<file path="config.mk">
export PLATFORM = sky130hd
export DESIGN_NAME = reg_file
export DESIGN_NICKNAME = d
export VERILOG_FILES = /design/src/source/pipe_pkg.sv /design/src/source/reg_file.sv
export SDC_FILE = /design/constraint.sdc
export NUM_CORES = 2
export LEC_CHECK = 0
export BUFFER_PORTS_ARGS = -buffer_cell sky130_fd_sc_hd__clkbuf_2
export CAP_MARGIN = 20
export CELL_PAD_IN_SITES_DETAIL_PLACEMENT = 1
export CELL_PAD_IN_SITES_GLOBAL_PLACEMENT = 2
export CORE_AREA = 5 5 407 369
export DETAILED_ROUTE_END_ITERATION = 12
export DIE_AREA = 0 0 412 374
export PLACE_DENSITY = 0.88
export SKIP_CTS_REPAIR_TIMING = 1
export SYNTH_ARGS = -nofsm -noshare
export SYNTH_HDL_FRONTEND = slang
export SYNTH_SLANG_ARGS = --single-unit
</file>
<file path="constraint.sdc">
create_clock -name clk -period 3.7 [get_ports clk]
set_input_delay 0.185 -clock clk [delete_from_list [all_inputs] [get_ports clk]]
set_output_delay 0.185 -clock clk [all_outputs]
set_load 0.02 [all_outputs]
</file>
<file path="src/source/pipe_pkg.sv">
`default_nettype none

package pipe_pkg;

	// datapath widths.
	localparam int data_w = 32;
	localparam int reg_addr_w = 5;
	localparam int imm_w = 16;
	localparam int dmem_addr_w = 8;

	// instruction opcodes.
	typedef enum logic [2:0] {
		op_add = 3'd0,
		op_sub = 3'd1,
		op_and = 3'd2,
		op_or  = 3'd3,
		op_xor = 3'd4,
		op_li  = 3'd5,
		op_ld  = 3'd6,
		op_st  = 3'd7
	} opcode_e;

	// where the REG2 write value comes from.
	typedef enum logic [1:0] {
		wrreg_alu = 2'd0,
		wrreg_imm = 2'd1,
		wrreg_mem = 2'd2
	} wr_src_e;

	// operand source picked by the forwarding mux.
	typedef enum logic [2:0] {
		fwd_orig     = 3'd0,
		fwd_reg4     = 3'd1,
		fwd_reg3     = 3'd2,
		fwd_reg2_imm = 3'd3,
		fwd_reg2_alu = 3'd4
	} fwd_sel_e;

endpackage

`default_nettype wire

</file>
<file path="src/source/reg_file.sv">
`timescale 1ns/10ps
`default_nettype none

module reg_file (
	input  wire                            clk,
	input  wire                            arst_n,
	input  wire [pipe_pkg::reg_addr_w-1:0] ra_addr,
	input  wire [pipe_pkg::reg_addr_w-1:0] rb_addr,
	input  wire [pipe_pkg::reg_addr_w-1:0] rt_addr,
	output logic [pipe_pkg::data_w-1:0]    ra_data,
	output logic [pipe_pkg::data_w-1:0]    rb_data,
	output logic [pipe_pkg::data_w-1:0]    rt_data,
	input  wire                            wr_en,
	input  wire [pipe_pkg::reg_addr_w-1:0] wr_addr,
	input  wire [pipe_pkg::data_w-1:0]     wr_data
);
	logic [pipe_pkg::data_w-1:0] regs [0:(2**pipe_pkg::reg_addr_w)-1];

	always_ff @(posedge clk or negedge arst_n) begin
		if (!arst_n) begin
			for (int i = 0; i < 2**pipe_pkg::reg_addr_w; i++) begin
				regs[i] <= '0;
			end
		end else if (wr_en) begin
			regs[wr_addr] <= wr_data;
		end
	end

	// no bypass here, REG4 forwarding covers the write cycle.
	assign ra_data = regs[ra_addr];
	assign rb_data = regs[rb_addr];
	assign rt_data = regs[rt_addr];
endmodule

`default_nettype wire

</file>
==> qor.csv <==
stage;metric;value;unit
setup_path;crit_type;reg2out;
pwr;switching_share;33.0;%
finish;finish.instance_area;0.0720;sq mm
clocking;h-tree-depth;3;
setup_path;cp.required;3.51;ns
setup_path;critPathLaunchType;register;
finish;layout.nets;5719;
clocking;cts_tree;yes;
place;placed_cell_area;0.0680;sq mm
status;status;complete, no violations;
logic_synthesis;yosysWarnings;0;
finish;drive_gt1_share;27.6;%
finish;syn2layout_area_growth;10.7;%
timing;setup_viol;0;
setup_path;crit_path_max_fanout;4;
grt;grt_pass1_wl;378000;um
logic_synthesis;synthTopCellsByArea;dfrtp_1 (39%), mux2i_1 (24%), mux2_2 (17%), a22oi_1 (3.3%), a22o_1 (2.6%);
place;post-place-ws;1.07;ns
route;dr.pass1.iters;5;
pwr;p_comb_share;24.3;%
logic_synthesis;synth_top_area_share;39.4;%
logic_synthesis;yosysTopAreaCell;dfrtp_1;
worst_hold_path;worstHoldPathType;in2async;
pwr;pwr_density_cell;512;mW/mm^2
route;via_per_inst;6.70;
timing;slew_violations;0;
pwr;power.total;36.8;mW
floorplanning;start_util;44.7;%
grt;grt_max_degree;88;
logic_synthesis;netlist-cell-type-count;28;
finish;finalNonFillerCells;7728;
pwr;power_frac_seq;42.9;%
place;hpwl;148000;um
logic_synthesis;synthTopCellsByCount;mux2i_1 (1536), dfrtp_1 (1024), mux2_2 (987);
pwr;leakage;34.0;nW
route;vias;51700;
finish;reg_top3;regs (1024);
grt;antenna_found_initial;23;
flow_run;max_cap_viol_count;0;
floorplanning;die_area;0.154;sq mm
route;drtIter0Drc;5422;
floorplanning;io_pins;151;
grt;grt_pass1_vias;53600;
logic_synthesis;synth_seq_cells;1024;
place;post-place-cells;7504;
route;avgRoutedWirePerCell;33.6;um
setup_path;r2r_setup_slack;2.85;ns
pwr;p_sw;12.2;mW
logic_synthesis;avgSynthCellArea;11.3;sq um
timing;final_hold_viol_count;0;
finish;largest_reg_flops;1024;
clocking;cts_num_sinks;1024;
floorplanning;rows;133;
place;portBuffers;150;
clocking;cts_buffers;113;
pwr;internal_power;24.7;mW
timing;slew_headroom;20.0;%
grt;overflow;0;
clocking;clk_pin_slew;0.06;ns
setup_path;crit_arrival;2.65;ns
grt;track_usage;32.7;%
logic_synthesis;synth-main-ff-cell;dfrtp_1;
timing;fin_ws;0.869;ns
place;gp_congestion;0.844;
timing;finalCritPeriodShare;76.5;%
logic_synthesis;syn_nets;5818;
route;drc;0;
clocking;worstSkewPairLatency;0.75;ns
timing;rsz0062_at_grt;false;
logic_synthesis;ys_seq_area_share;39.4;%
pwr;max-vdd-ir-drop;0.451;mV
logic_synthesis;netlist_area;0.0650;sq mm
timing;max_freq;353;MHz
clocking;clock-root-buffer;clkbuf_16;
logic_synthesis;ys_async_sr_fraction;100;%
route;wl;259000;um
timing;tightest_slew;1.20;ns
timing;finClkSkew;0;ns
route;drt.antenna.violating_nets;0;
floorplanning;die_width;412;um
logic_synthesis;synth_edf_count;0;
timing;tns;0;ns
pwr;clkPwrFrac;32.8;%
timing;finalCriticalPeriod;2.83;ns
finish;regMostFlops;regs;
setup_path;critPathCaptureType;output pin;
logic_synthesis;synth_cells;5763;
clocking;clk_path_buf_depth;3;
floorplanning;core_region_area;0.145;sq mm
floorplanning;chipHeight;374;um
logic_synthesis;yosysMostFrequentCell;mux2i_1;
-- per-layer routing --
layer	GRT usage (%)	up-vias	routed length, um
li1	-	21400	-
met4	16.0	6	13700
met5	0	-	47
met2	50.2	2528	116000
met3	6.79	732	20900
met1	44.1	27100	109000
-- worst max-delay path, cell delays in order (launching register included) --
cell and delay, ns:
dfrtp_1 0.41, mux2i_1 0.17, a22o_1 0.16, nor3_1 0.07, a31oi_1 0.36, nand3_1 0.41
clkbuf_2 0.29
-- per-stage QoR --
step	utilization, %	hold slack (ns)
6_report	49.5	0.0650
5_1_grt	49.5	0.0952
4_1_cts	49.5	-0.531
3_5_place_dp	46.8	0.272
3_3_place_gp	46.8	0.284
2_1_floorplan	-	-0.111
-- area by class of cell --
type                       count  area (sq um)
tap                         1957          2450
sequential                  1024         25600
timing repair buffer         356          3450
antenna                       13          32.5
clock inverter                47           608
fill                       15200         73300
clock buffer                 162          3280
multi-input combinational   4169         36500
-- power by group through the flow --
stage	clock network [mW]	registers, mW	logic (mW)
6_report	12.1	15.8	8.94
5_1_grt	12.7	16.1	9.59
4_1_cts	12.2	15.7	8.84
3_5_place_dp	0	15.8	8.75
3_3_place_gp	0	15.6	8.45
2_1_floorplan	0	15.1	6.34
-- final timing paths --
kind	start	endpoint	cells after the start
max in group asynchronous	arst_n	regs[252]$_DFFE_PN0P_	3
min in group clk	wr_data[26]	regs[634]$_DFFE_PN0P_	2
hold / removal	arst_n	regs[555]$_DFFE_PN0P_	2
setup / recovery	regs[814]$_DFFE_PN0P_	rt_data[14]	6
hold reg to reg	regs[39]$_DFFE_PN0P_	regs[39]$_DFFE_PN0P_	1
setup reg to reg	regs[545]$_DFFE_PN0P_	regs[545]$_DFFE_PN0P_	1
-- placed cells by master, fill, tap and decap left out, drive strengths merged --
cell type / n
or3b: 1
nand2: 308
nand3b: 4
nor2b: 6
a22o: 192
nor2: 20
nand3: 290
and2: 3
or2: 4
mux2i: 1536
diode: 13
bufinv: 12
clkbuf: 308
and3b: 1
nor3: 97
nand2b: 6
inv: 4
mux2: 1024
and3: 1
clkinvlp: 5
a21oi: 288
a31oi: 96
dlygate4sd3: 1
buf: 209
a22oi: 288
dfrtp: 1024
clkinv: 26
nor3b: 4
-- logic make-up after synthesis --
kind of cell / share of synthesized area [%]
muxes: 41.4
DFF: 39.4
AOI/OAI and AO/OA: 9.06
and+or+nand+nor: 5.40
buffers and inverters: 4.72
Power figures use the tool's default switching activity.
