==> config.mk <==
export PLATFORM = sky130hd
export DESIGN_NAME = exec_alu
export DESIGN_NICKNAME = d
export VERILOG_FILES = /design/src/source/pipe_pkg.sv /design/src/source/exec_alu.sv
export SDC_FILE = /design/constraint.sdc
export NUM_CORES = 1
export LEC_CHECK = 0
export BUFFER_PORTS_ARGS = -buffer_cell sky130_fd_sc_hd__buf_2
export CAP_MARGIN = 20
export CORE_MARGIN = 2
export CORE_UTILIZATION = 30
export DETAILED_ROUTE_END_ITERATION = 10
export GPL_TIMING_DRIVEN = 1
export PLACE_DENSITY = 0.49
export SYNTH_ARGS = -nofsm -noshare
export SYNTH_HDL_FRONTEND = slang
export SYNTH_SLANG_ARGS = --single-unit
==> constraint.sdc <==
create_clock -name vclk -period 13.7
set_clock_uncertainty 0.2 [all_clocks]
set_input_delay 1.37 -clock vclk [all_inputs]
set_output_delay 1.37 -clock vclk [all_outputs]
set_load 0.1 [all_outputs]
==> src/source/pipe_pkg.sv <==
`default_nettype none

package pipe_pkg;

	// datapath widths.
	localparam int data_w = 32;
	localparam int reg_addr_w = 5;
	localparam int imm_w = 16;
	localparam int dmem_addr_w = 8;

	// instruction opcodes.
	typedef enum logic [2:0] {
		op_add = 3'd0,
		op_sub = 3'd1,
		op_and = 3'd2,
		op_or  = 3'd3,
		op_xor = 3'd4,
		op_li  = 3'd5,
		op_ld  = 3'd6,
		op_st  = 3'd7
	} opcode_e;

	// where the REG2 write value comes from.
	typedef enum logic [1:0] {
		wrreg_alu = 2'd0,
		wrreg_imm = 2'd1,
		wrreg_mem = 2'd2
	} wr_src_e;

	// operand source picked by the forwarding mux.
	typedef enum logic [2:0] {
		fwd_orig     = 3'd0,
		fwd_reg4     = 3'd1,
		fwd_reg3     = 3'd2,
		fwd_reg2_imm = 3'd3,
		fwd_reg2_alu = 3'd4
	} fwd_sel_e;

endpackage

`default_nettype wire

==> src/source/exec_alu.sv <==
`timescale 1ns/10ps
`default_nettype none

module exec_alu (
	input  var pipe_pkg::opcode_e       opcode,
	input  wire [pipe_pkg::data_w-1:0]  op_a,
	input  wire [pipe_pkg::data_w-1:0]  op_b,
	input  wire [pipe_pkg::data_w-1:0]  imm_extend,
	output logic [pipe_pkg::data_w-1:0] result
);
	always_comb begin
		case (opcode)
			pipe_pkg::op_add: begin
				result = op_a + op_b;
			end
			pipe_pkg::op_sub: begin
				result = op_a - op_b;
			end
			pipe_pkg::op_and: begin
				result = op_a & op_b;
			end
			pipe_pkg::op_or: begin
				result = op_a | op_b;
			end
			pipe_pkg::op_xor: begin
				result = op_a ^ op_b;
			end
			pipe_pkg::op_ld,
			pipe_pkg::op_st: begin
				// word address.
				result = op_a + imm_extend;
			end
			default: begin
				result = '0;
			end
		endcase
	end
endmodule

`default_nettype wire

==> flow_metrics.tcl, run 1 <==
set metrics [dict create \
    die_w_um 128 \
    slew_violations 0 \
    dp_hpwl_mm 14.4 \
    path_class "primary input to output pin" \
    netlist_instances 678 \
    yosys.area_share.simple_pct 20.4 \
    fp.dieH_um 128 \
    ir_worst_vdd_v 0.0000610 \
    timing.slew.headroom_pct 28.8 \
    vias_per_cell 5.83 \
    synth_top_cell_by_area "ha_1" \
    min_to "result[1]" \
    min_path_cells 3 \
    cp.arrival_ps 6640 \
    fin_cells 967 \
    avgRoutedWirePerCell_um 19.3 \
    drt-pass1-iter-count 6 \
    drt_iter0_drc 352 \
    ant_nets 0 \
    rows 45 \
    fin_nets 983 \
    setup_viol 0 \
    ys_seq_area_share_pct 0 \
    rsz0062_at_grt "false" \
    syn_to_final_growth_pct 17.4 \
    endpoint_kind "output pin" \
    fmax_mhz 122 \
    port_buffers 131 \
    tightestPinTransition_ps 1060 \
    seq_cells 0 \
    drive_gt1_share_pct 20.0 \
    fillCellCount 1676 \
    drc_errors 0 \
    powerDensity_mw_per_mm2 75.9 \
    dr_total_vias 5634 \
    grt_pass1_wl_mm 29.4 \
    synth_compound_area_share_pct 37.5 \
    synth.distinct_cells 56 \
    syn-num-nets 880 \
    grt_usage_pct 22.0 \
    grt_overflow 0 \
    ff_latch_area_um2 0 \
    crit_fanout 8 \
    nClkBuffers 0 \
    worstPathRequired_ps 12130 \
    outcome "finished clean" \
    syn_area_mm2 0.00463 \
    synth_fa_ha_area_share_pct 28.0 \
    yosysWarningCount 0 \
    synthMuxAreaShare_pct 0.486 \
    hold_viol_final 0 \
    cp-start-kind "primary input" \
    gp_congestion 0.890 \
    netlist_top_cells_area "ha_1 28%, o21ai_0 6.2%, inv_1 5.8%, a22oi_1 5.3%, a21oi_1 4.6%" \
    cts_hold_buffers 0 \
    multi_input_area_mm2 0.00423 \
    yosysTopAreaCellShare_pct 27.5 \
    netlist_top_cells_count "102 x ha_1, 71 x inv_1, 57 x nand2_1, 57 x o21ai_0, 43 x a21oi_1" \
    yosysMostFrequentCell "ha_1" \
    max-cap-violations 0 \
    die-area_mm2 0.0165 \
    wl_mm 18.7 \
    cts_resized 0 \
    synth_top_family_by_area "compound AO/OA/AOI/OAI gates" \
    place_inst 967 \
    hold_start "opcode[2]" \
    core_area_mm2 0.0151 \
    synthXorXnorAreaFrac_pct 4.91 \
    start_util_pct 30.6 \
    period_share_pct 59.9 \
    syn_area_per_cell_um2 6.84 \
    cts_setup_buffers 0 \
    n_antenna_cell 0 \
    setup_tns_ps 0 \
    grt_max_degree 41 \
    grt_pass1_vias 5352 \
    holdCritPathClass "primary input to output pin" \
    min_period_ps 8210 \
    io_pins 131 \
    antenna_found_initial 0 \
    p_leak_uw 0.00266 \
]
==> stage by stage <==
| stage | setup WS (ps) | hold slack (ps) | utilization, % | total power [µW] | cell area (µm²) |
|---|---|---|---|---|---|
| 3_5_place_dp | 5540 | 3170 | 35.9 | 410 | 5440 |
| 6_report | 5490 | 3160 | 35.9 | 413 | 5440 |
| 5_1_grt | 5200 | 3190 | 35.9 | 444 | 5440 |
| 3_3_place_gp | 5660 | 3160 | 35.9 | 408 | 5440 |
| 4_1_cts | 5510 | 3160 | 35.9 | 412 | 5440 |
| 2_1_floorplan | 4630 | 3230 | - | 316 | 4630 |
==> final cells by class <==
class	count	share of cell area, %
well taps	188	4.32
repair buffers	138	13.0
multi-input cells	570	77.8
inverters	71	4.90
==> logic make-up after synthesis <==
logic type	count (synthesis)
compound gates	251
simple gates	188
buf+inv	108
fa+ha+maj	103
xor+xnor	26
mux	2
==> worst max-delay path by stage <==
stage | start | end | slack, ps | cells after the start
2_1_floorplan | op_b[0] | result[29] | 4630 | 18
3_3_place_gp | op_b[0] | result[29] | 5660 | 19
3_5_place_dp | op_b[0] | result[29] | 5540 | 19
4_1_cts | op_b[0] | result[29] | 5510 | 19
5_1_grt | op_b[0] | result[29] | 5200 | 19
6_report | op_b[0] | result[29] | 5490 | 19
==> where the power goes <==
part | total [µW] | switching (µW) | leakage, µW | internal, µW
sequential | 0 | 0 | 0 | 0
clock | 0 | 0 | 0 | 0
combinational | 413 | 306 | 0.00266 | 107
==> critical path, stage by stage <==
cell and delay [ps]:
buf_2 110, inv_1 90, ha_1 210, or3b_1 420, or4_1 560, or3_1 510
or4_4 490, and3_1 200, a221o_1 260, ha_1 370, a21oi_1 220, o221ai_1 170
a221o_1 370, a21o_1 190, a21oi_1 130, a21boi_0 260, xor2_1 110, o21ai_0 160
buf_2 450
==> cell usage in the layout, fill, tap and decap left out, types with 4 or more instances in the layout <==
cell / synthesis / routed
a21o_1: 16 / 16
a21oi_1: 43 / 43
a221o_1: 15 / 15
a22oi_1: 33 / 33
and2_1: 5 / 5
and3_1: 6 / 6
buf_2: 2 / 131
buf_4: 0 / 7
ha_1: 102 / 102
inv_1: 71 / 71
nand2_1: 57 / 57
nand2b_1: 4 / 4
nand3_1: 12 / 12
nand4_1: 9 / 9
nor2_1: 29 / 28
nor2b_1: 6 / 5
nor3_1: 33 / 33
nor4_1: 5 / 5
o211ai_1: 8 / 8
o21a_1: 4 / 4
o21ai_0: 57 / 57
o221ai_1: 11 / 11
o22a_1: 16 / 16
o22ai_1: 5 / 5
o311ai_0: 8 / 8
o31ai_1: 7 / 7
or2_2: 5 / 5
or3_1: 6 / 6
xnor2_1: 9 / 9
xor2_1: 17 / 17
==> layer usage <==
layer  routed length [µm]  GRT usage, %
met1                 8800          32.0
met2                 8680          37.1
met3                 1020         0.835
met4                  168          2.39
met5                    0             0
Power figures use the tool's default switching activity.
==> run 2, diff against run 1 <==
- ABC_AREA: unset -> 1
- PLACE_DENSITY: 0.49 -> 0.5
- clock period: 13.7 -> 6.6 ns (I/O delays scaled with it)
==> run 2 against run 1 <==
Area after synthesis increased by 8.2%; flip-flop and latch count unchanged; utilization decreased by 0.091 points; worst hold slack got worse by 1400 ps; global-route usage increased by 2.4 points; synthesized cell count increased by 30%; largest cell class unchanged.
==> flow_metrics.tcl, run 2 <==
set metrics [dict create \
    drc_errors 0 \
    port_buffers 131 \
    cts_hold_buffers 0 \
    mostFrequentLayoutCells "200 x nand2_1, 131 x buf_2, 124 x nor2_1, 107 x inv_1, 102 x ha_1" \
    crit_fanout 34 \
    avgRoutedWirePerCell_um 18.5 \
    syn_area_mm2 0.00501 \
    tightestPinTransition_ps 772 \
    netlist_top_cells_count "200 x nand2_1, 125 x nor2_1, 107 x inv_1, 102 x ha_1, 70 x a21oi_1" \
    endpoint_kind "output pin" \
    drive_gt1_share_pct 16.5 \
    netlist_top_cells_area "ha_1 25%, nand2_1 15%, nor2_1 9.4%, inv_1 8.0%, a21oi_1 7.0%" \
    dr_total_vias 6513 \
    synth.distinct_cells 44 \
    gp_congestion 0.949 \
    final_common_cell "nand2_1" \
    grt_overflow 0 \
    powerDensity_mw_per_mm2 139 \
    yosysTopAreaCellShare_pct 25.4 \
    dp_hpwl_mm 18.8 \
    fin_nets 1199 \
    ff_latch_area_um2 0 \
    die-area_mm2 0.0178 \
    rows 47 \
    period_share_pct 79.0 \
    core_area_mm2 0.0165 \
    p_leak_uw 0.00303 \
    outcome "finished clean" \
    cts_setup_buffers 0 \
    fp.dieH_um 133 \
    ir_worst_vdd_v 0.000147 \
    grt_pass1_vias 6097 \
    vias_per_cell 5.36 \
    path_class "primary input to output pin" \
    wl_mm 22.5 \
    cts_resized 0 \
    cp.arrival_ps 4350 \
    drt-pass1-iter-count 5 \
    min_path_cells 6 \
    yosysWarningCount 0 \
    setup_viol 0 \
    synth_top_cell_by_area "ha_1" \
    min_period_ps 5210 \
    worstPathRequired_ps 5740 \
    ys_seq_area_share_pct 0 \
    grt_pass1_wl_mm 34.3 \
    die_w_um 133 \
    cp-start-kind "primary input" \
    seq_cells 0 \
    netlist_instances 879 \
    syn_to_final_growth_pct 17.7 \
    min_to "result[31]" \
    n_antenna_cell 0 \
    setup_tns_ps 0 \
    slew_violations 0 \
    drt_iter0_drc 482 \
    io_pins 131 \
    rsz0062_at_grt "false" \
    timing.slew.headroom_pct 48.5 \
    hold_viol_final 0 \
    syn-num-nets 1081 \
    grt_usage_pct 24.4 \
    start_util_pct 30.5 \
    antenna_found_initial 1 \
    yosysMostFrequentCell "nand2_1" \
    hold_start "op_a[31]" \
    max-cap-violations 0 \
    holdCritPathClass "primary input to output pin" \
    syn_area_per_cell_um2 5.71 \
    ant_nets 0 \
    fmax_mhz 192 \
    hold_slack_ps 1780 \
    nClkBuffers 0 \
    grt_max_degree 45 \
]
-- run 2: cell count changes after synthesis, moves of 16 or more --
cell / change
nand2_1: +143
nor2_1: +96
nand3_1: +42
inv_1: +36
a21oi_1: +27
nor3_1: -24
clkbuf_1: -22
a221oi_1: +20
a21o_1: -16
o22a_1: -16
xor2_1: -16
-- run 2: worst max-delay path by stage --
stage               cells past startpoint       from         end  slack (ps)
floorplan                              20    op_b[0]  result[27]         760
global placement                       14  opcode[2]  result[25]        1340
detailed placement                     16  opcode[2]  result[29]        1430
CTS                                    16  opcode[2]  result[29]        1420
global route                           20  opcode[2]  result[31]        1060
finish                                 18  opcode[2]  result[30]        1390
-- run 2: area by class of cell --
cell class,count,area (µm²)
inverter,109,409
fill,1936,10600
multi-input combinational,749,4520
timing repair buffer,137,701
tap,220,275
-- run 2: power breakdown --
| group | leakage [µW] | switching, µW | internal (µW) |
|---|---|---|---|
| registers | 0 | 0 | 0 |
| clock network | 0 | 0 | 0 |
| logic | 0.00303 | 629 | 191 |
-- run 2: cells by family (layout without fill, tap and decap cells) --
kind of cell / count (synthesis) / after routing / share of synthesized area [%]
compound gates: 216 / 216 / 26.8
xor+xnor: 1 / 1 / 0.175
fa+ha+maj: 103 / 103 / 25.8
buf+inv: 130 / 246 / 10.1
simple gates: 429 / 429 / 37.1
-- run 2: through the flow --
stage	setup slack, ps	cell area [µm²]	instances	power, µW	utilization (%)
5_1_grt	1060	5900	1215	885	35.8
4_1_cts	1420	5900	1215	814	35.8
6_report	1390	5900	1215	819	35.8
3_3_place_gp	1340	5900	1215	814	35.8
3_5_place_dp	1430	5900	1215	811	35.8
2_1_floorplan	758	5010	879	596	-
-- run 2: critical path, cell delays in order --
cell      delay [ps]
buf_2            130
nand2_1          260
clkinv_1         150
buf_4            280
o21ai_0          200
ha_1             300
inv_1            190
fa_1             480
o21ai_2          270
nand2_1           80
nand2_1          120
nand3_1           80
nand2_1          170
nand3_1          130
nand3_1          120
nand3_1          170
nand2_1          120
buf_2            420
-- run 2: per-layer routing --
| layer | global-route usage (%) | wire length (µm) | up-vias |
|---|---|---|---|
| met3 | 2.44 | 1740 | 22 |
| met4 | 3.84 | 395 | 0 |
| li1 | - | - | 3252 |
| met5 | 0 | 0 | - |
| met2 | 39.2 | 9840 | 266 |
| met1 | 35.9 | 10500 | 2973 |
