`src/source/pipe_pkg.sv`:
```
`default_nettype none

package pipe_pkg;

	// datapath widths.
	localparam int data_w = 32;
	localparam int reg_addr_w = 5;
	localparam int imm_w = 16;
	localparam int dmem_addr_w = 8;

	// instruction opcodes.
	typedef enum logic [2:0] {
		op_add = 3'd0,
		op_sub = 3'd1,
		op_and = 3'd2,
		op_or  = 3'd3,
		op_xor = 3'd4,
		op_li  = 3'd5,
		op_ld  = 3'd6,
		op_st  = 3'd7
	} opcode_e;

	// where the REG2 write value comes from.
	typedef enum logic [1:0] {
		wrreg_alu = 2'd0,
		wrreg_imm = 2'd1,
		wrreg_mem = 2'd2
	} wr_src_e;

	// operand source picked by the forwarding mux.
	typedef enum logic [2:0] {
		fwd_orig     = 3'd0,
		fwd_reg4     = 3'd1,
		fwd_reg3     = 3'd2,
		fwd_reg2_imm = 3'd3,
		fwd_reg2_alu = 3'd4
	} fwd_sel_e;

endpackage

`default_nettype wire

```
`src/source/fwd_src_if.sv`:
```
`timescale 1ns/10ps
`default_nettype none

interface fwd_src_if;
	// REG2 candidate, not usable while a load.
	logic                                reg2_do_dm_read;
	logic                                reg2_do_reg_write;
	pipe_pkg::wr_src_e                   reg2_select_write_reg;
	logic [pipe_pkg::reg_addr_w-1:0]     reg2_write_reg_addr;
	logic [pipe_pkg::data_w-1:0]         reg2_imm_extend;
	logic [pipe_pkg::data_w-1:0]         alu_result;

	// REG3 candidate.
	logic                                reg3_do_reg_write;
	logic [pipe_pkg::reg_addr_w-1:0]     reg3_write_reg_addr;
	logic [pipe_pkg::data_w-1:0]         write_reg_data;

	// REG4 candidate, same cycle as the register file write.
	logic                                reg4_do_reg_write;
	logic [pipe_pkg::reg_addr_w-1:0]     reg4_write_reg_addr;
	logic [pipe_pkg::data_w-1:0]         reg4_write_reg_data;

	modport pipe (
		output reg2_do_dm_read, reg2_do_reg_write, reg2_select_write_reg,
		output reg2_write_reg_addr, reg2_imm_extend, alu_result,
		output reg3_do_reg_write, reg3_write_reg_addr, write_reg_data,
		output reg4_do_reg_write, reg4_write_reg_addr, reg4_write_reg_data
	);

	modport fwd (
		input reg2_do_dm_read, reg2_do_reg_write, reg2_select_write_reg,
		input reg2_write_reg_addr, reg2_imm_extend, alu_result,
		input reg3_do_reg_write, reg3_write_reg_addr, write_reg_data,
		input reg4_do_reg_write, reg4_write_reg_addr, reg4_write_reg_data
	);
endinterface

`default_nettype wire

```
`src/source/operand_forward.sv`:
```
`timescale 1ns/10ps
`default_nettype none

module operand_forward (
	input  wire [pipe_pkg::reg_addr_w-1:0] reg_rx_addr,
	input  wire [pipe_pkg::data_w-1:0]     reg_rx_data,
	fwd_src_if.fwd                         src,
	output logic [pipe_pkg::data_w-1:0]    f_reg_rx_data
);
	pipe_pkg::fwd_sel_e sel;
	logic               hit_reg2;
	logic               hit_reg3;
	logic               hit_reg4;

	// a load in REG2 has no data yet.
	assign hit_reg2 = src.reg2_do_reg_write
		&& (reg_rx_addr == src.reg2_write_reg_addr)
		&& !src.reg2_do_dm_read;

	assign hit_reg3 = src.reg3_do_reg_write
		&& (reg_rx_addr == src.reg3_write_reg_addr);

	assign hit_reg4 = src.reg4_do_reg_write
		&& (reg_rx_addr == src.reg4_write_reg_addr);

	// youngest producer wins.
	always_comb begin
		if (hit_reg2) begin
			if (src.reg2_select_write_reg == pipe_pkg::wrreg_imm) begin
				sel = pipe_pkg::fwd_reg2_imm;
			end else begin
				sel = pipe_pkg::fwd_reg2_alu;
			end
		end else if (hit_reg3) begin
			sel = pipe_pkg::fwd_reg3;
		end else if (hit_reg4) begin
			sel = pipe_pkg::fwd_reg4;
		end else begin
			sel = pipe_pkg::fwd_orig;
		end
	end

	always_comb begin
		case (sel)
			pipe_pkg::fwd_reg4: begin
				f_reg_rx_data = src.reg4_write_reg_data;
			end
			pipe_pkg::fwd_reg3: begin
				f_reg_rx_data = src.write_reg_data;
			end
			pipe_pkg::fwd_reg2_imm: begin
				f_reg_rx_data = src.reg2_imm_extend;
			end
			pipe_pkg::fwd_reg2_alu: begin
				f_reg_rx_data = src.alu_result;
			end
			default: begin
				f_reg_rx_data = reg_rx_data;
			end
		endcase
	end
endmodule

`default_nettype wire

```
`src/source/forward_unit.sv`:
```
`timescale 1ns/10ps
`default_nettype none

module forward_unit (
	input  wire [pipe_pkg::reg_addr_w-1:0] reg_ra_addr,
	input  wire [pipe_pkg::reg_addr_w-1:0] reg_rb_addr,
	input  wire [pipe_pkg::reg_addr_w-1:0] reg_rt_addr,
	input  wire [pipe_pkg::data_w-1:0]     reg_ra_data,
	input  wire [pipe_pkg::data_w-1:0]     reg_rb_data,
	input  wire [pipe_pkg::data_w-1:0]     reg_rt_data,
	fwd_src_if.fwd                         src,
	output logic [pipe_pkg::data_w-1:0]    f_reg_ra_data,
	output logic [pipe_pkg::data_w-1:0]    f_reg_rb_data,
	output logic [pipe_pkg::data_w-1:0]    f_reg_rt_data,
	output logic                           do_hazard
);
	logic addr_match;

	operand_forward fwd_ra (
		.reg_rx_addr   (reg_ra_addr),
		.reg_rx_data   (reg_ra_data),
		.src           (src),
		.f_reg_rx_data (f_reg_ra_data)
	);

	operand_forward fwd_rb (
		.reg_rx_addr   (reg_rb_addr),
		.reg_rx_data   (reg_rb_data),
		.src           (src),
		.f_reg_rx_data (f_reg_rb_data)
	);

	operand_forward fwd_rt (
		.reg_rx_addr   (reg_rt_addr),
		.reg_rx_data   (reg_rt_data),
		.src           (src),
		.f_reg_rx_data (f_reg_rt_data)
	);

	// all three fields checked, used or not.
	assign addr_match = (reg_ra_addr == src.reg2_write_reg_addr)
		|| (reg_rb_addr == src.reg2_write_reg_addr)
		|| (reg_rt_addr == src.reg2_write_reg_addr);

	// load still in REG2.
	assign do_hazard = src.reg2_do_dm_read && addr_match;
endmodule

`default_nettype wire

```
`src/flat_wrapper.sv`:
```
// flat-port wrapper written by rule: the top's interface ports become plain ports
module forward_unit_flat 
  (reg_ra_addr, reg_rb_addr, reg_rt_addr, reg_ra_data, reg_rb_data, reg_rt_data, f_reg_ra_data, f_reg_rb_data, f_reg_rt_data, do_hazard, src_reg2_do_dm_read, src_reg2_do_reg_write, src_reg2_select_write_reg, src_reg2_write_reg_addr, src_reg2_imm_extend, src_alu_result, src_reg3_do_reg_write, src_reg3_write_reg_addr, src_write_reg_data, src_reg4_do_reg_write, src_reg4_write_reg_addr, src_reg4_write_reg_data);
  fwd_src_if src_i ();
  input  wire [pipe_pkg::reg_addr_w-1:0] reg_ra_addr;
  input  wire [pipe_pkg::reg_addr_w-1:0] reg_rb_addr;
  input  wire [pipe_pkg::reg_addr_w-1:0] reg_rt_addr;
  input  wire [pipe_pkg::data_w-1:0] reg_ra_data;
  input  wire [pipe_pkg::data_w-1:0] reg_rb_data;
  input  wire [pipe_pkg::data_w-1:0] reg_rt_data;
  output logic [pipe_pkg::data_w-1:0] f_reg_ra_data;
  output logic [pipe_pkg::data_w-1:0] f_reg_rb_data;
  output logic [pipe_pkg::data_w-1:0] f_reg_rt_data;
  output logic do_hazard;
  input wire logic [$bits(src_i.reg2_do_dm_read)-1:0] src_reg2_do_dm_read;
  input wire logic [$bits(src_i.reg2_do_reg_write)-1:0] src_reg2_do_reg_write;
  input wire logic [$bits(src_i.reg2_select_write_reg)-1:0] src_reg2_select_write_reg;
  input wire logic [$bits(src_i.reg2_write_reg_addr)-1:0] src_reg2_write_reg_addr;
  input wire logic [$bits(src_i.reg2_imm_extend)-1:0] src_reg2_imm_extend;
  input wire logic [$bits(src_i.alu_result)-1:0] src_alu_result;
  input wire logic [$bits(src_i.reg3_do_reg_write)-1:0] src_reg3_do_reg_write;
  input wire logic [$bits(src_i.reg3_write_reg_addr)-1:0] src_reg3_write_reg_addr;
  input wire logic [$bits(src_i.write_reg_data)-1:0] src_write_reg_data;
  input wire logic [$bits(src_i.reg4_do_reg_write)-1:0] src_reg4_do_reg_write;
  input wire logic [$bits(src_i.reg4_write_reg_addr)-1:0] src_reg4_write_reg_addr;
  input wire logic [$bits(src_i.reg4_write_reg_data)-1:0] src_reg4_write_reg_data;
  assign src_i.reg2_do_dm_read = src_reg2_do_dm_read;
  assign src_i.reg2_do_reg_write = src_reg2_do_reg_write;
  assign src_i.reg2_select_write_reg = src_reg2_select_write_reg;
  assign src_i.reg2_write_reg_addr = src_reg2_write_reg_addr;
  assign src_i.reg2_imm_extend = src_reg2_imm_extend;
  assign src_i.alu_result = src_alu_result;
  assign src_i.reg3_do_reg_write = src_reg3_do_reg_write;
  assign src_i.reg3_write_reg_addr = src_reg3_write_reg_addr;
  assign src_i.write_reg_data = src_write_reg_data;
  assign src_i.reg4_do_reg_write = src_reg4_do_reg_write;
  assign src_i.reg4_write_reg_addr = src_reg4_write_reg_addr;
  assign src_i.reg4_write_reg_data = src_reg4_write_reg_data;
  forward_unit u_core (.reg_ra_addr(reg_ra_addr), .reg_rb_addr(reg_rb_addr), .reg_rt_addr(reg_rt_addr), .reg_ra_data(reg_ra_data), .reg_rb_data(reg_rb_data), .reg_rt_data(reg_rt_data), .src(src_i), .f_reg_ra_data(f_reg_ra_data), .f_reg_rb_data(f_reg_rb_data), .f_reg_rt_data(f_reg_rt_data), .do_hazard(do_hazard));
endmodule
```
`config.mk`:
```
export PLATFORM = sky130hd
export DESIGN_NAME = forward_unit_flat
export DESIGN_NICKNAME = d
export VERILOG_FILES = /design/src/source/pipe_pkg.sv /design/src/source/fwd_src_if.sv /design/src/source/operand_forward.sv /design/src/source/forward_unit.sv /design/src/flat_wrapper.sv
export SDC_FILE = /design/constraint.sdc
export NUM_CORES = 1
export LEC_CHECK = 0
export ABC_AREA = 0
export BUFFER_PORTS_ARGS = -buffer_cell sky130_fd_sc_hd__buf_4
export CORE_AREA = 2 2 140 142
export DETAILED_ROUTE_END_ITERATION = 7
export DIE_AREA = 0 0 142 144
export PLACE_DENSITY_LB_ADDON = 0.05
export RECOVER_POWER = 25
export REMOVE_ABC_BUFFERS = 1
export SLEW_MARGIN = 20
export SYNTH_ARGS = -nofsm -noshare
export SYNTH_HDL_FRONTEND = slang
export SYNTH_SLANG_ARGS = --single-unit
```
`constraint.sdc`:
```
create_clock -name vclk -period 3.27
set_clock_uncertainty 0.1 [all_clocks]
set_input_delay 0.981 -clock vclk [all_inputs]
set_output_delay 0.981 -clock vclk [all_outputs]
set_load 0.005 [all_outputs]
```
==> impl_metrics.ini, run 1 <==
[cells_and_area]
fillers = 1695
final_util_pct = 56.0
seq_cell_count = 0
stdcell_count = 1296
clkbuf_count = 0
area.sequential_sq_um = 0
stdcell_area_sq_um = 10700
nets = 1320
drive_gt1_share_pct = 72.3
multi_input_area_sq_um = 5500
diodes = 0
syn_to_final_growth_pct = 164

[yosys]
syn_inst = 591
synth_xor_area_share_pct = 9.74
synth_compound_area_share_pct = 43.7
ys_warn_count = 0
synth_fa_ha_area_share_pct = 0
synth_top_area_cell = a2bb2oi_1
yosys.area_share.simple_pct = 29.8
synth_top_family_by_area = compound AO/OA/AOI/OAI gates
synth_cell_type_count = 49
netlist_area_sq_um = 4050
avgSynthCellArea_sq_um = 6.85
synth_top_area_share_pct = 11.3
synth_mux_area_share_pct = 9.18
synth.top_cells.by_area = a2bb2oi_1 11%, or3_1 7.6%, mux2_2 7.0%
yosysSeqAreaShare_pct = 0

[setup_path]
crit_path_top_delay_cell = o2111ai_4
path_class = in2out
required_ns = 2.19
crit_path_frequent_cell = buf_4
critPathMaxFanout = 17
worstPathCellList = buf_12 > xnor2_4 > nand4_1 > buf_4 > o2111ai_4 > buf_12 > buf_4 > o221ai_2 > a2bb2oi_2 > buf_4
crit_path_start_kind = input port
cpPeakStageDelay_ns = 0.22
cp.arrival_ns = 2.63
endpoint_kind = output port

[floorplanning]
fp.dieH_um = 144
die_width_um = 142
start_util_pct = 21.2
io_pins = 357
core_sq_um = 19100
row_count = 51
dieArea_sq_um = 20400

[timing]
rsz0062_at_grt = yes
fmax_mhz = 269
hold_viol_final = 0
holdWs_ns = 2.17
slew_viol_final = 0
worst_slew_pin_slew_ns = 0.456
setup_ws_ns = -0.445
finalCritPeriodShare_pct = 114
slew_headroom_pct = 69.1
fin_crit_ns = 3.71
setup_violations = 96

[placement]
finalWeightedCongestion = 0.858
placed_area_sq_um = 7920
dpl.hpwl_mm = 22.7
port_buffers = 357
placed_cells = 1241

[pwr]
p_per_area_nw_per_um2 = 128
peakVddDrop_v = 0.0000804
p_leak_nw = 4.41

[run_status]
violations = setup timing
status = finished with violations

[detailed_routing]
routedWlPerCell_um = 24.1
remaining_drc_errors = 0
viasPerCell = 5.65
wirelength_mm = 31.2
ant_nets = 0
vias = 7326
drt_iter0_markers = 459
first_pass_iters = 5

[grt]
grt_overflow = 0
grt_pass1_vias = 7465
grt_max_degree = 20
grt_first_pass_wirelength_mm = 44.0
gr-usage-all-layers_pct = 27.7
antenna_found_initial = 0

[job]
max_cap_violations = 0

[worst_hold_path]
hold_end = f_reg_rt_data[29]
hold_start = reg_rt_data[29]
hold_class = in2out
whs_path_depth = 3
-- cell usage in the layout (no fill, tap or decap), types with 11 or more instances in the layout --
master | Yosys | final
nand4_1 | 14 | 14
o221ai_4 | 0 | 15
or3_4 | 0 | 13
buf_4 | 1 | 415
buf_8 | 0 | 12
buf_6 | 3 | 57
buf_12 | 0 | 35
xnor2_1 | 30 | 11
nand2_1 | 72 | 69
o311ai_2 | 0 | 14
o21ai_1 | 0 | 13
nor2_1 | 23 | 16
nand2b_1 | 15 | 15
or3_1 | 49 | 36
nand3_1 | 20 | 16
mux2_2 | 25 | 25
a2bb2oi_2 | 0 | 45
-- power breakdown --
part / switching (mW) / internal, mW / total (mW)
sequential: 0 / 0 / 0
clock: 0 / 0 / 0
combinational: 0.577 / 0.785 / 1.36
-- worst max-delay path by stage --
stage | startpoint | slack (ns) | end | depth (start not counted)
finish | src_reg3_write_reg_addr[3] | -0.44 | f_reg_ra_data[3] | 10
CTS | src_reg4_write_reg_addr[1] | -0.43 | f_reg_ra_data[13] | 12
global route | src_reg3_write_reg_addr[3] | -0.48 | f_reg_ra_data[3] | 10
detailed placement | src_reg3_write_reg_addr[0] | -0.77 | f_reg_rt_data[22] | 9
floorplan | src_reg2_select_write_reg[1] | -1.24 | f_reg_ra_data[23] | 4
global placement | src_reg3_write_reg_addr[0] | -0.81 | f_reg_rt_data[22] | 9
-- per-layer routing --
| metal | wire (um) | share of wire, % | GRT usage [%] | vias to the layer above |
|---|---|---|---|---|
| met3 | 1930 | 6.2 | 3.34 | 49 |
| met5 | 0 | 0 | 0 | - |
| li1 | - | - | - | 3317 |
| met4 | 810 | 2.6 | 4.74 | 0 |
| met1 | 12600 | 40 | 34.7 | 3610 |
| met2 | 15900 | 51 | 51.5 | 350 |
-- cells in the mapped netlist (10+ instances only) --
library cell and instances:
a221oi_1 11, nand4_1 14, o311ai_0 23, a2bb2oi_1 52
buf_2 16, nand3_1 20, o2111ai_1 10, o21ai_0 24
nand2_1 72, nor2_1 23, o221ai_1 30, xor2_1 15
nand2b_1 15, or3_1 49, o221a_2 10, mux2_2 25
clkbuf_1 43, xnor2_1 30
-- cells by family after synthesis --
| family | after synthesis |
|---|---|
| AOI/OAI and AO/OA | 213 |
| xor gates and xnor gates | 45 |
| buffers and inverters | 69 |
| muxes | 34 |
| and+or+nand+nor | 230 |
-- area by class of cell --
class | count | share of cell area, %
inverter | 6 | 0.211
multi-input combinational | 523 | 51.5
tap | 238 | 2.79
timing repair buffer | 529 | 45.5
-- stage by stage --
step,power [mW],setup TNS (ns),setup slack (ns)
CTS,1.22,-32.58,-0.425
global placement,1.01,-50.06,-0.812
finish,1.36,-32.30,-0.445
detailed placement,1.02,-50.74,-0.772
global route,1.43,-37.32,-0.481
floorplan,0.338,-99.54,-1.24
-- worst max-delay path: cells and delay by family --
family          cells  cell delay (ns)
simple gates        1             0.21
buf+inv             5             0.78
compound gates      3             0.48
xor+xnor            1             0.16
-- what timing repair did --
action | 4_1_cts | 5_1_grt
setup buffers | 20 | 33
pin swaps | 54 | 80
setup endpoints to repair | 96 | 96
gates resized for setup | 244 | 151
gates cloned | 8 | 4
hold buffers | 0 | 0
No activity file was read; power rests on OpenSTA's default activity.
==> inputs of run 2 (changes only) <==
--- a/config.mk
+++ b/config.mk
@@ -16,4 +16,5 @@
 export SLEW_MARGIN = 20
 export SYNTH_ARGS = -nofsm -noshare
 export SYNTH_HDL_FRONTEND = slang
+export SYNTH_HIERARCHICAL = 1
 export SYNTH_SLANG_ARGS = --single-unit
==> impl_metrics.ini, run 2 <==
[yosys]
synth_top_area_share_pct = 16.1
synth.most_common_cell = a2bb2oi_1
avgSynthCellArea_sq_um = 7.24
synth.top_cells.by_area = a2bb2oi_1 16%, a222oi_1 10%, o21ai_0 7.7%
netlist_area_sq_um = 4070
ys_warn_count = 6
synth_cell_type_count = 31
syn_inst = 562
yosysSeqAreaShare_pct = 0
synth_top_area_cell = a2bb2oi_1
synth_common_cells = 75 x a2bb2oi_1, 63 x o21ai_0, 48 x nand2_1, 42 x a222oi_1

[timing]
rsz0062_at_grt = yes
setup_ws_ns = -0.514
hold_viol_final = 0
holdWs_ns = 2.16
finalCritPeriodShare_pct = 116
fmax_mhz = 264
setup_violations = 96
slew_headroom_pct = 74.8
setup_tns_ns = -41.68
slew_viol_final = 0
fin_crit_ns = 3.78
worst_slew_pin_slew_ns = 0.379

[setup_path]
required_ns = 2.19
crit_path_frequent_cell = buf_4
crit_path_start_kind = input port
crit_family = buffers and inverters
crit_path_top_delay_cell = o211a_4
worstPathCellList = buf_8 > buf_12 > xor2_4 > nor4_4 > buf_4 > o211a_4 > clkbuf_16 > a22o_1 > o32a_1 > buf_4
cp_num_buf_inv = 5
cp-startpoint = reg_rb_addr[1]
cp.arrival_ns = 2.70
cpPeakStageDelay_ns = 0.30
critPathMaxFanout = 7
path_class = in2out
endpoint_kind = output port

[job]
max_cap_violations = 0

[detailed_routing]
drt_iter0_markers = 808
vias = 7512
wirelength_mm = 34.8
viasPerCell = 5.83
remaining_drc_errors = 0
first_pass_iters = 8
ant_nets = 0
routedWlPerCell_um = 27.0

[cells_and_area]
stdcell_count = 1289
clkbuf_count = 0
drive_gt1_share_pct = 67.0
stdcell_area_sq_um = 10400
syn_to_final_growth_pct = 156
final_util_pct = 54.6
nets = 1313
seq_cell_count = 0
final_cell_mix = 423 x buf_4, 52 x buf_6, 49 x a2bb2oi_2
layout_commonest_cell = buf_4
diodes = 0
area.sequential_sq_um = 0

[grt]
gr-usage-all-layers_pct = 29.6
grt_max_degree = 26
grt_pass1_vias = 7525
grt_first_pass_wirelength_mm = 46.3
grt_overflow = 0
antenna_found_initial = 0

[worst_hold_path]
hold_start = reg_ra_data[14]
hold_class = in2out

[run_status]
violations = setup timing
status = finished with violations

[pwr]
p_leak_nw = 4.45
netSwitchingFraction_pct = 42.5
combinationalPowerShare_pct = 100.0
p_switching_mw = 0.538
seq_power_share_pct = 0
p_int_mw = 0.727
power_frac_clock_pct = 0
peakVddDrop_v = 0.0000791
p_per_area_nw_per_um2 = 121

[floorplanning]
fp.dieH_um = 144
start_util_pct = 21.3
io_pins = 357
core_sq_um = 19100
die_width_um = 142
row_count = 51
dieArea_sq_um = 20400

[placement]
finalWeightedCongestion = 0.951
port_buffers = 357
dpl.hpwl_mm = 25.2
placed_cells = 1225
placed_area_sq_um = 8220

[cts]
hold_buffers = 0
-- run 2: repair_timing --
item / in CTS / in global routing
endpoints found under the setup margin: 97 / 97
cloned: 10 / 12
buffers inserted: 25 / 22
pin swaps: 29 / 49
resized for setup: 164 / 133
-- run 2: metrics by stage --
stage / setup WS, ns / power, mW
floorplan: -0.800 / 0.318
global placement: -0.648 / 1.02
detailed placement: -0.666 / 1.03
CTS: -0.511 / 1.16
global route: -0.557 / 1.33
finish: -0.514 / 1.26
-- run 2: tightest hold or removal path: cells and delay by family --
kind / cells / cell delay [ns]
buf+inv: 2 / 0.18
compound gates: 1 / 0.12
-- run 2: power groups by stage --
stage          registers (mW)  clock network, mW  logic [mW]
6_report                    0                  0        1.26
5_1_grt                     0                  0        1.33
4_1_cts                     0                  0        1.16
3_5_place_dp                0                  0        1.03
3_3_place_gp                0                  0        1.02
2_1_floorplan               0                  0       0.318
-- run 2: per-layer routing --
layer | track usage, % | vias to the layer above | part of all wire (%)
li1 | - | 3351 | -
met1 | 36.0 | 3635 | 39
met2 | 53.0 | 441 | 49
met3 | 3.97 | 85 | 7.9
met4 | 10.9 | 0 | 4.1
met5 | 0 | - | 0
-- run 2: final timing paths --
kind | to | slack, ns | depth (start not counted)
setup / recovery | f_reg_rb_data[28] | -0.51 | 10
hold / removal | f_reg_ra_data[14] | 2.16 | 3
-- run 2: kinds of logic after synthesis --
group,count (synthesis),share of synthesized area [%]
xor gates and xnor gates,60,14.6
AOI/OAI and AO/OA,294,58.1
and+or+nand+nor,151,21.4
buffers and inverters,57,5.90
-- run 2: final cells by class --
type / instances / area [sq um]
fill: 1785 / 8670
timing repair buffer: 546 / 5190
multi-input combinational: 505 / 4920
tap: 238 / 298
==> inputs of run 3 (changes only) <==
==> constraint.sdc (replaced) <==
create_clock -name vclk -period 4.65
set_clock_uncertainty 0.1 [all_clocks]
set_input_delay 1.395 -clock vclk [all_inputs]
set_output_delay 1.395 -clock vclk [all_outputs]
set_load 0.005 [all_outputs]
==> impl_metrics.ini, run 3 (same netlist as run 2, synthesis figures left out) <==
[timing]
fin_crit_ns = 4.62
slew_viol_final = 0
worst_slew_pin_slew_ns = 0.393
setup_violations = 0
rsz0062_at_grt = yes
fmax_mhz = 217
setup_ws_ns = 0.0319
slew_headroom_pct = 73.6
hold_viol_final = 0
finalCritPeriodShare_pct = 99.3

[detailed_routing]
remaining_drc_errors = 0
routedWlPerCell_um = 26.1
vias = 7042
drt_iter0_markers = 669
ant_nets = 0
wirelength_mm = 31.5
viasPerCell = 5.84
first_pass_iters = 8

[floorplanning]
dieArea_sq_um = 20400
row_count = 51
start_util_pct = 21.3
fp.dieH_um = 144
die_width_um = 142
core_sq_um = 19100
io_pins = 357

[cells_and_area]
diodes = 0
layout_commonest_cell = buf_4
final_util_pct = 43.7
nets = 1229
seq_cell_count = 0
final_cell_mix = 417 x buf_4, 69 x a2bb2oi_1, 61 x o21ai_0
clkbuf_count = 0
area.sequential_sq_um = 0
syn_to_final_growth_pct = 105
drive_gt1_share_pct = 54.1

[pwr]
power_frac_clock_pct = 0
p_leak_nw = 3.58
combinationalPowerShare_pct = 100.0
finalPower_mw = 0.735
p_int_mw = 0.411
p_per_area_nw_per_um2 = 88.3
seq_power_share_pct = 0
peakVddDrop_v = 0.0000497
p_switching_mw = 0.324
netSwitchingFraction_pct = 44.1

[setup_path]
crit_family = compound AO/OA/AOI/OAI gates
path_class = in2out
critPathMaxFanout = 11
endpoint_kind = output port
cp_num_buf_inv = 3
required_ns = 3.15
cpPeakStageDelay_ns = 0.42
crit_path_start_kind = input port
crit_path_frequent_cell = buf_4
cp.arrival_ns = 3.12
worstPathCellList = buf_4 > xor2_2 > nor4_4 > a2bb2oi_4 > buf_6 > o21a_1 > o32a_1 > buf_4
crit_path_top_delay_cell = nor4_4

[worst_hold_path]
hold_class = in2out

[placement]
pre_cts_slack_ns = -0.115
dpl.hpwl_mm = 24.9
finalWeightedCongestion = 0.911
port_buffers = 357

[grt]
grt_max_degree = 26
grt_pass1_vias = 7269
grt_first_pass_wirelength_mm = 44.6
gr-usage-all-layers_pct = 28.4
antenna_found_initial = 0
grt_overflow = 0

[run_status]
status = finished, final reports clean

[job]
max_cap_violations = 0
==> run 3: metrics by stage <==
stage                     instances  hold slack (ns)  setup TNS (ns)  area, sq um
after floorplan                 505             2.80          -19.72         3830
after global placement         1188             2.98           -1.66         7830
after detailed placement       1188             2.98           -2.66         7830
after CTS                      1194             2.99         -0.0258         8010
after global routing           1205             3.01          -0.156         8330
final                          1205             2.99               0         8330
==> run 3: worst paths after layout <==
| kind | start | to | cells after the start |
|---|---|---|---|
| worst min-delay path | reg_ra_data[28] | f_reg_ra_data[28] | 3 |
| worst max-delay path | src_reg3_write_reg_addr[1] | f_reg_rt_data[10] | 8 |
==> run 3: layout make-up <==
type                            count  area [sq um]
Fill cell                        1964         10700
Multi-Input combinational cell    505          4180
Tap cell                          238           298
Timing Repair Buffer              462          3850
==> run 3: power groups by stage <==
stage               Clock, mW  Sequential, mW  Combinational (mW)
floorplan                   0               0               0.224
global placement            0               0               0.693
detailed placement          0               0               0.695
CTS                         0               0               0.710
global route                0               0               0.780
finish                      0               0               0.735
==> run 3: repair_timing <==
action / CTS / global route
setup buffers: 5 / 15
hold buffers: 0 / 0
gates cloned: 1 / 1
pin swaps: 14 / 21
gates resized for setup: 21 / 44
endpoints found under the setup margin: 72 / 86
==> run 3: per-layer routing <==
metal  vias up  global-route usage, %  wire length, um
met4         0                   10.0             1240
met5         -                      0                0
li1       3170                      -                -
met3        69                   5.23             2740
met2       424                   50.3            15500
met1      3379                   34.3            12000
